## config.mk

```make
export PLATFORM = sky130hd
export DESIGN_NAME = sw_core
export DESIGN_NICKNAME = d
export VERILOG_FILES = /design/src/sw_pkg.sv /design/src/sw_cell.sv /design/src/sw_array.sv /design/src/sw_ctrl.sv /design/src/sw_best_select.sv /design/src/sw_core.sv
export VERILOG_INCLUDE_DIRS = /design/src /design/src/src
export SDC_FILE = /design/constraint.sdc
export NUM_CORES = 2
export LEC_CHECK = 0
export ABC_AREA = 1
export BUFFER_PORTS_ARGS = -buffer_cell sky130_fd_sc_hd__buf_4
export CORE_ASPECT_RATIO = 0.5
export CORE_MARGIN = 2
export CORE_UTILIZATION = 55
export CTS_CLUSTER_SIZE = 28
export DETAILED_ROUTE_END_ITERATION = 8
export PLACE_DENSITY = 0.77
export SETUP_SLACK_MARGIN = 0.2
export SYNTH_ARGS = -nofsm -noshare
export SYNTH_HDL_FRONTEND = slang
export SYNTH_SLANG_ARGS = --single-unit
```

## constraint.sdc

```tcl
create_clock -name clk -period 36 [get_ports clk]
set_input_delay 7.2 -clock clk [delete_from_list [all_inputs] [get_ports clk]]
set_output_delay 7.2 -clock clk [all_outputs]
set_load 0.005 [all_outputs]
```

## src/sw_settings.svh

```systemverilog
`ifndef SW_SETTINGS_SVH
`define SW_SETTINGS_SVH

// bases per sequence, also the number of cells
`define SW_LEN          16

// signed score width
`define SW_SCORE_W      10

// affine scoring
`define SW_MATCH        1
`define SW_MISMATCH     (-4)
`define SW_GAP_OPEN     (-6)
`define SW_GAP_EXTEND   (-1)

`endif

```

## src/sw_pkg.sv

```systemverilog
`default_nettype none

`include "sw_settings.svh"

package sw_pkg;

    typedef logic [1:0] sw_base_t;
    typedef logic signed [`SW_SCORE_W-1:0] sw_score_t;
    typedef logic [$clog2(`SW_LEN)-1:0] sw_idx_t;

    // base 0 sits at the msb end
    typedef sw_base_t [0:`SW_LEN-1] sw_seq_t;

    typedef struct packed {
        sw_seq_t ref_seq;
        sw_seq_t read_seq;
    } sw_job_t;

    typedef struct packed {
        sw_score_t align;
        sw_score_t ins;
        sw_score_t del;
    } sw_cell_t;

    typedef struct packed {
        sw_score_t score;
        sw_idx_t   col;
    } sw_row_best_t;

    typedef struct packed {
        sw_score_t score;
        sw_idx_t   row;
        sw_idx_t   col;
    } sw_result_t;

endpackage

`default_nettype wire

```

## src/sw_cell.sv

```systemverilog
`timescale 1ns/1ps
`default_nettype none

`include "sw_settings.svh"

module sw_cell
    import sw_pkg::*;
(
    input  logic     clk,
    input  logic     rst,
    input  logic     i_ref_valid,
    input  sw_base_t i_ref_base,
    input  sw_base_t i_read_base,
    input  sw_cell_t i_diag,
    input  sw_cell_t i_top,
    output logic     o_ref_valid,
    output sw_base_t o_ref_base,
    output sw_cell_t o_cell
);

    localparam sw_score_t MATCH    = sw_score_t'(`SW_MATCH);
    localparam sw_score_t MISMATCH = sw_score_t'(`SW_MISMATCH);
    localparam sw_score_t GAP_OPEN = sw_score_t'(`SW_GAP_OPEN);
    localparam sw_score_t GAP_EXT  = sw_score_t'(`SW_GAP_EXTEND);
    localparam sw_score_t ZERO     = '0;

    sw_cell_t  left;
    sw_cell_t  cell_next;
    sw_score_t subst;

    function automatic sw_score_t max2(sw_score_t a, sw_score_t b);
        return (a > b) ? a : b;
    endfunction

    // left neighbour is only real while the previous column came in last cycle,
    // so the first column of a run sees the zero boundary
    assign left  = o_ref_valid ? o_cell : '0;
    assign subst = (i_ref_base == i_read_base) ? MATCH : MISMATCH;

    always_comb begin
        // gap in the reference, from the row above
        cell_next.ins = max2(max2(i_top.align + GAP_OPEN, i_top.ins + GAP_EXT), ZERO);
        // gap in the read, from the column to the left
        cell_next.del = max2(max2(left.align + GAP_OPEN, left.del + GAP_EXT), ZERO);
        cell_next.align = max2(max2(i_diag.align + subst, cell_next.ins),
                               max2(cell_next.del, ZERO));
    end

    always_ff @(posedge clk or posedge rst) begin
        if (rst) begin
            o_ref_valid <= 1'b0;
            o_ref_base  <= '0;
            o_cell      <= '0;
        end else begin
            o_ref_valid <= i_ref_valid;
            o_ref_base  <= i_ref_base;
            // scores hold between bases
            if (i_ref_valid) begin
                o_cell <= cell_next;
            end
        end
    end

endmodule

`default_nettype wire

```

## src/sw_array.sv

```systemverilog
`timescale 1ns/1ps
`default_nettype none

`include "sw_settings.svh"

module sw_array
    import sw_pkg::*;
(
    input  logic         clk,
    input  logic         rst,
    input  logic         i_clear,
    input  logic         i_load,
    input  logic         i_feed,
    input  logic         i_calc,
    input  sw_job_t      i_job,
    input  sw_idx_t      i_sel_row,
    output sw_row_best_t o_row_best
);

    localparam int CNT_W = $clog2(2 * `SW_LEN);
    localparam int IDX_W = $bits(sw_idx_t);

    sw_seq_t            read_q;
    sw_seq_t            ref_shift;
    logic [CNT_W-1:0]   calc_cnt;

    logic               ref_valid [`SW_LEN];
    sw_base_t           ref_base  [`SW_LEN];
    sw_cell_t           cell_out  [`SW_LEN];
    sw_row_best_t       row_best  [`SW_LEN];

    always_ff @(posedge clk) begin
        if (i_load) begin
            read_q    <= i_job.read_seq;
            ref_shift <= i_job.ref_seq;
        end else if (i_feed) begin
            ref_shift <= ref_shift << $bits(sw_base_t);
        end
    end

    // cycles since calc began, for the column of each fresh cell output
    always_ff @(posedge clk or posedge rst) begin
        if (rst) begin
            calc_cnt <= '0;
        end else if (i_load) begin
            calc_cnt <= '0;
        end else if (i_calc) begin
            calc_cnt <= calc_cnt + 1'b1;
        end
    end

    for (genvar i = 0; i < `SW_LEN; i++) begin : g_cell
        logic             in_valid;
        sw_base_t         in_base;
        sw_cell_t         top_in;
        sw_cell_t         diag_in;
        sw_row_best_t     best_q;
        logic [CNT_W-1:0] col_w;

        if (i == 0) begin : g_head
            assign in_valid = i_feed;
            assign in_base  = ref_shift[0];
            assign top_in   = '0;
            assign diag_in  = '0;
        end else begin : g_body
            sw_cell_t diag_q;

            // top of last cycle, zero before the row above has a column
            always_ff @(posedge clk) begin
                diag_q <= ref_valid[i-1] ? cell_out[i-1] : '0;
            end

            assign in_valid = ref_valid[i-1];
            assign in_base  = ref_base[i-1];
            assign top_in   = cell_out[i-1];
            assign diag_in  = diag_q;
        end

        sw_cell u_cell (
            .clk         (clk),
            .rst         (rst),
            .i_ref_valid (in_valid),
            .i_ref_base  (in_base),
            .i_read_base (read_q[i]),
            .i_diag      (diag_in),
            .i_top       (top_in),
            .o_ref_valid (ref_valid[i]),
            .o_ref_base  (ref_base[i]),
            .o_cell      (cell_out[i])
        );

        assign col_w = calc_cnt - CNT_W'(i + 1);

        // first column of the strictly largest H in this row
        always_ff @(posedge clk or posedge rst) begin
            if (rst) begin
                best_q <= '0;
            end else if (i_clear) begin
                best_q <= '0;
            end else if (ref_valid[i] && (cell_out[i].align > best_q.score)) begin
                best_q.score <= cell_out[i].align;
                best_q.col   <= col_w[IDX_W-1:0];
            end
        end

        assign row_best[i] = best_q;
    end

    assign o_row_best = row_best[i_sel_row];

endmodule

`default_nettype wire

```

## src/sw_ctrl.sv

```systemverilog
`timescale 1ns/1ps
`default_nettype none

`include "sw_settings.svh"

module sw_ctrl
    import sw_pkg::*;
(
    input  logic    clk,
    input  logic    rst,
    input  logic    i_valid,
    input  logic    i_ready,
    output logic    o_ready,
    output logic    o_valid,
    output logic    o_clear,
    output logic    o_load,
    output logic    o_feed,
    output logic    o_calc,
    output logic    o_select,
    output sw_idx_t o_row
);

    localparam int CNT_W = $clog2(2 * `SW_LEN);
    localparam logic [CNT_W-1:0] CALC_LAST = CNT_W'(2 * `SW_LEN - 1);
    localparam logic [CNT_W-1:0] SEL_LAST  = CNT_W'(`SW_LEN - 1);

    typedef enum logic [2:0] {
        S_IDLE,
        S_LOAD,
        S_CALC,
        S_SELECT,
        S_DONE
    } state_t;

    state_t           state;
    logic [CNT_W-1:0] cnt;

    always_ff @(posedge clk or posedge rst) begin
        if (rst) begin
            state <= S_IDLE;
            cnt   <= '0;
        end else begin
            case (state)
                S_IDLE: begin
                    if (i_valid) begin
                        state <= S_LOAD;
                    end
                end
                S_LOAD: begin
                    state <= S_CALC;
                    cnt   <= '0;
                end
                S_CALC: begin
                    cnt <= (cnt == CALC_LAST) ? '0 : cnt + 1'b1;
                    if (cnt == CALC_LAST) begin
                        state <= S_SELECT;
                    end
                end
                S_SELECT: begin
                    cnt <= (cnt == SEL_LAST) ? '0 : cnt + 1'b1;
                    if (cnt == SEL_LAST) begin
                        state <= S_DONE;
                    end
                end
                S_DONE: begin
                    if (o_valid && i_ready) begin
                        state <= S_IDLE;
                    end
                end
                default: state <= S_IDLE;
            endcase
        end
    end

    // result settles during the first done cycle, valid follows one cycle later
    always_ff @(posedge clk or posedge rst) begin
        if (rst) begin
            o_valid <= 1'b0;
        end else begin
            o_valid <= (state == S_DONE) && !(o_valid && i_ready);
        end
    end

    assign o_ready  = (state == S_IDLE);
    assign o_clear  = (state == S_IDLE);
    assign o_load   = o_ready && i_valid;
    assign o_calc   = (state == S_CALC);
    // reference bases go in during the first half of calc
    assign o_feed   = o_calc && !cnt[CNT_W-1];
    assign o_select = (state == S_SELECT);
    assign o_row    = cnt[$bits(sw_idx_t)-1:0];

endmodule

`default_nettype wire

```

## src/sw_best_select.sv

```systemverilog
`timescale 1ns/1ps
`default_nettype none

module sw_best_select
    import sw_pkg::*;
(
    input  logic         clk,
    input  logic         rst,
    input  logic         i_clear,
    input  logic         i_select,
    input  sw_idx_t      i_row,
    input  sw_row_best_t i_row_best,
    output sw_result_t   o_result
);

    sw_result_t best_q;

    // rows come in ascending order, so strict compare keeps the lowest row on ties
    always_ff @(posedge clk or posedge rst) begin
        if (rst) begin
            best_q <= '0;
        end else if (i_clear) begin
            best_q <= '0;
        end else if (i_select && (i_row_best.score > best_q.score)) begin
            best_q.score <= i_row_best.score;
            best_q.row   <= i_row;
            best_q.col   <= i_row_best.col;
        end
    end

    assign o_result = best_q;

endmodule

`default_nettype wire

```

## src/sw_core.sv

```systemverilog
`timescale 1ns/1ps
`default_nettype none

module sw_core
    import sw_pkg::*;
(
    input  logic       clk,
    input  logic       rst,
    input  logic       i_valid,
    output logic       o_ready,
    input  sw_job_t    i_job,
    output logic       o_valid,
    input  logic       i_ready,
    output sw_result_t o_result
);

    logic         clear;
    logic         load;
    logic         feed;
    logic         calc;
    logic         sel;
    sw_idx_t      row;
    sw_row_best_t row_best;

    sw_ctrl u_ctrl (
        .clk      (clk),
        .rst      (rst),
        .i_valid  (i_valid),
        .i_ready  (i_ready),
        .o_ready  (o_ready),
        .o_valid  (o_valid),
        .o_clear  (clear),
        .o_load   (load),
        .o_feed   (feed),
        .o_calc   (calc),
        .o_select (sel),
        .o_row    (row)
    );

    sw_array u_array (
        .clk        (clk),
        .rst        (rst),
        .i_clear    (clear),
        .i_load     (load),
        .i_feed     (feed),
        .i_calc     (calc),
        .i_job      (i_job),
        .i_sel_row  (row),
        .o_row_best (row_best)
    );

    sw_best_select u_select (
        .clk        (clk),
        .rst        (rst),
        .i_clear    (clear),
        .i_select   (sel),
        .i_row      (row),
        .i_row_best (row_best),
        .o_result   (o_result)
    );

endmodule

`default_nettype wire

```

==> reports/metrics.cfg <==
[outcome]
status = finished, final reports clean

[global_routing]
antenna_found_initial = 4
grt_overflow = 0
grt_pass1_wl_mm = 341
grt_util_all_layers = 0.282
grt_max_degree = 187
grt_pass1_vias = 66300

[cts]
insertion_delay_ns = 0.73
cts_tree = yes
cts_setup_buffers = 0
htree_levels = 3
clock-sinks = 975
clk_pin_slew_ns = 0.06
holdBufCountCts = 0
clock_path_buffers = 3
cts_resized = 0
cts-root-buf = clkbuf_16
numCtsBuffers = 96

[die]
coreArea_um2 = 142000
die_area_um2 = 146000
io_pins = 88
fp.dieH_um = 272
num_rows = 98
die_w_um = 539
initial_core_util = 0.553

[detailed_routing]
wl_mm = 209
route.detailed.vias_per_inst = 5.59
post-route-drc-count = 0
drt_iter0_markers = 6050
wl_per_cell_um = 16.7
final_antenna_net_count = 0
dr.pass1.iters = 6
num_vias = 70300

[synthesis]
synth-seq-area-share = 0.304
avgSynthCellArea_um2 = 7.42
async_flop_share = 0.781
synth-seq-cells = 975
synth_edf_count = 64
synth.distinct_cells = 71
synth_top_area_cell = dfrtp_1
synth_flop_cell = dfrtp_1
synth_top_cells_by_count = 2684 x nand2_1, 1432 x inv_1, 964 x ha_1
synthTopCellsByArea = dfrtp_1 24%, ha_1 15%, nand2_1 13%
ys_warn_count = 0
netlist_instances = 10600
yosysMostFrequentCell = nand2_1
synth_top_cell_area_share = 0.242
mappedNetlistArea_um2 = 78700

[final_layout]
final_nets = 11600
syn_to_final_growth_pct = 7.18
fin_cells = 12600
drive_above_1_share = 0.0628
fillers = 12900

[worst_setup_path]
crit_type = input pin to async pin
slowest_stage = buf_4
crit_chain = buf_4, inv_8, buf_4, buf_12
arrival_ns = 9.66
cp.required_ns = 36.66
crit_fanout = 186
max_stage_delay_ns = 0.83
cpMostUsedCell = buf_4
cp-end-kind = async pin
start_kind = input pin

[timing]
max_freq_ghz = 0.111
fin_crit_sh = 0.250
rsz0062_at_grt = no
fin_hold_ws_ns = 0.391
setup_tns_ns = 0
max_slew_margin = 0.279
skew_ns = 0.0483
setup_violations = 0
slew_violations = 0
final_period_minus_worst_setup_slack_ns = 9.00
hold_violations = 0
worst_pin_slew_ns = 1.08

[placed_design]
io_buffers = 87
gp_congestion = 0.965
place_hpwl_mm = 161
dp.cells = 12400

[flow_run]
max_cap_viol_count = 0

[min_path]
hold_class = flop to flop

-- worst max-delay path: cells and delay by family --
family / cells / cell delay (ns)
buffers and inverters: 4 / 2.04
-- placed cells by master, fill, tap and decap left out, drive strengths merged, types with 5 or more instances in the layout --
cell,n
o22ai,153
conb,17
inv,1459
o21bai,34
xnor2,130
edfxtp,64
or2,51
a21oi,572
buf,136
dfrtp,761
clkbuf,130
o311ai,21
a21o,29
nor3,103
o32ai,5
nor4,49
nand4,190
and2,6
dfxtp,150
o21a,43
nand3,660
o211ai,71
nor2,608
o21ai,813
o221ai,16
o31ai,9
nand3b,42
ha,964
nand2,2734
clkinv,38
nor3b,15
bufinv,14
clkinvlp,6
a21boi,16
xor2,460
a31o,11
o2111ai,34
mux2,39
-- cell type report --
class / count / area, um^2 / share of cell area
sequential: 975 / 24000 / 0.284
multi-input combinational: 7916 / 48000 / 0.569
inverter: 1466 / 5520 / 0.0654
antenna: 2 / 5.00 / 0.0000593
tap: 1900 / 2380 / 0.0282
timing repair buffer: 136 / 1050 / 0.0124
clock inverter: 51 / 752 / 0.00891
clock buffer: 130 / 2690 / 0.0319
-- state kept, by name, indices dropped and copies added (netlist names), 4 cells and up --
| register | count |
|---|---|
| u_array.g_cell.u_cell.o_ref_valid | 16 |
| u_array.read_q | 32 |
| u_array.g_cell.u_cell.o_cell | 460 |
| u_ctrl.cnt | 5 |
| u_array.ref_shift | 30 |
| u_array.g_cell.best_q | 224 |
| u_select.o_result | 18 |
| u_array.calc_cnt | 4 |
| u_array.g_cell.u_cell.o_ref_base | 30 |
| u_array.g_cell.diag_in | 150 |
-- worst paths after layout --
path                            cells past startpoint                                   start                                      to  slack, ns
worst max-delay path                                4                                     rst     u_array.g_cell[2].u_cell.o_cell[26]      27.00
worst min-delay path                                0  u_array.g_cell[3].u_cell.o_ref_base[0]  u_array.g_cell[4].u_cell.o_ref_base[0]       0.39
worst max register to register                     37     u_array.g_cell[2].u_cell.o_cell[21]     u_array.g_cell[3].u_cell.o_cell[21]      28.36
worst min register to register                      0  u_array.g_cell[3].u_cell.o_ref_base[0]  u_array.g_cell[4].u_cell.o_ref_base[0]       0.39
max in group clk                                    4                         u_ctrl.state[0]                                 o_ready      27.11
min in group asynchronous                           2                                     rst     u_array.g_cell[11].u_cell.o_cell[9]       6.58
-- metal layers --
layer	up-vias	wire, um	GRT usage
li1	35200	-	-
met1	32700	95900	0.391
met2	2126	93200	0.458
met3	362	14000	0.0393
met4	6	6300	0.0811
met5	-	38	0
-- through the flow --
| stage | instance area (um^2) | setup slack, ns | utilization |
|---|---|---|---|
| finish | 84400 | 27.00 | 0.592 |
| global route | 84400 | 26.63 | 0.592 |
| CTS | 84400 | 26.98 | 0.592 |
| detailed placement | 80900 | 26.24 | 0.568 |
| global placement | 80900 | 26.28 | 0.568 |
| floorplan | 78800 | 7.44 | - |
-- cell families after synthesis --
group / after synthesis / share of synthesized area
other: 1 / 0.0000476
multiplexers: 39 / 0.00558
adder cells (fa/ha/maj): 964 / 0.153
buffers and inverters: 1743 / 0.0864
XOR/XNOR: 590 / 0.0689
flip-flops: 975 / 0.304
AND/OR/NAND/NOR: 4462 / 0.247
AO/OA/AOI/OAI: 1844 / 0.134
Power is not shown: default switching activity piles up to over one toggle a cycle in this logic, so the estimate is an artifact.
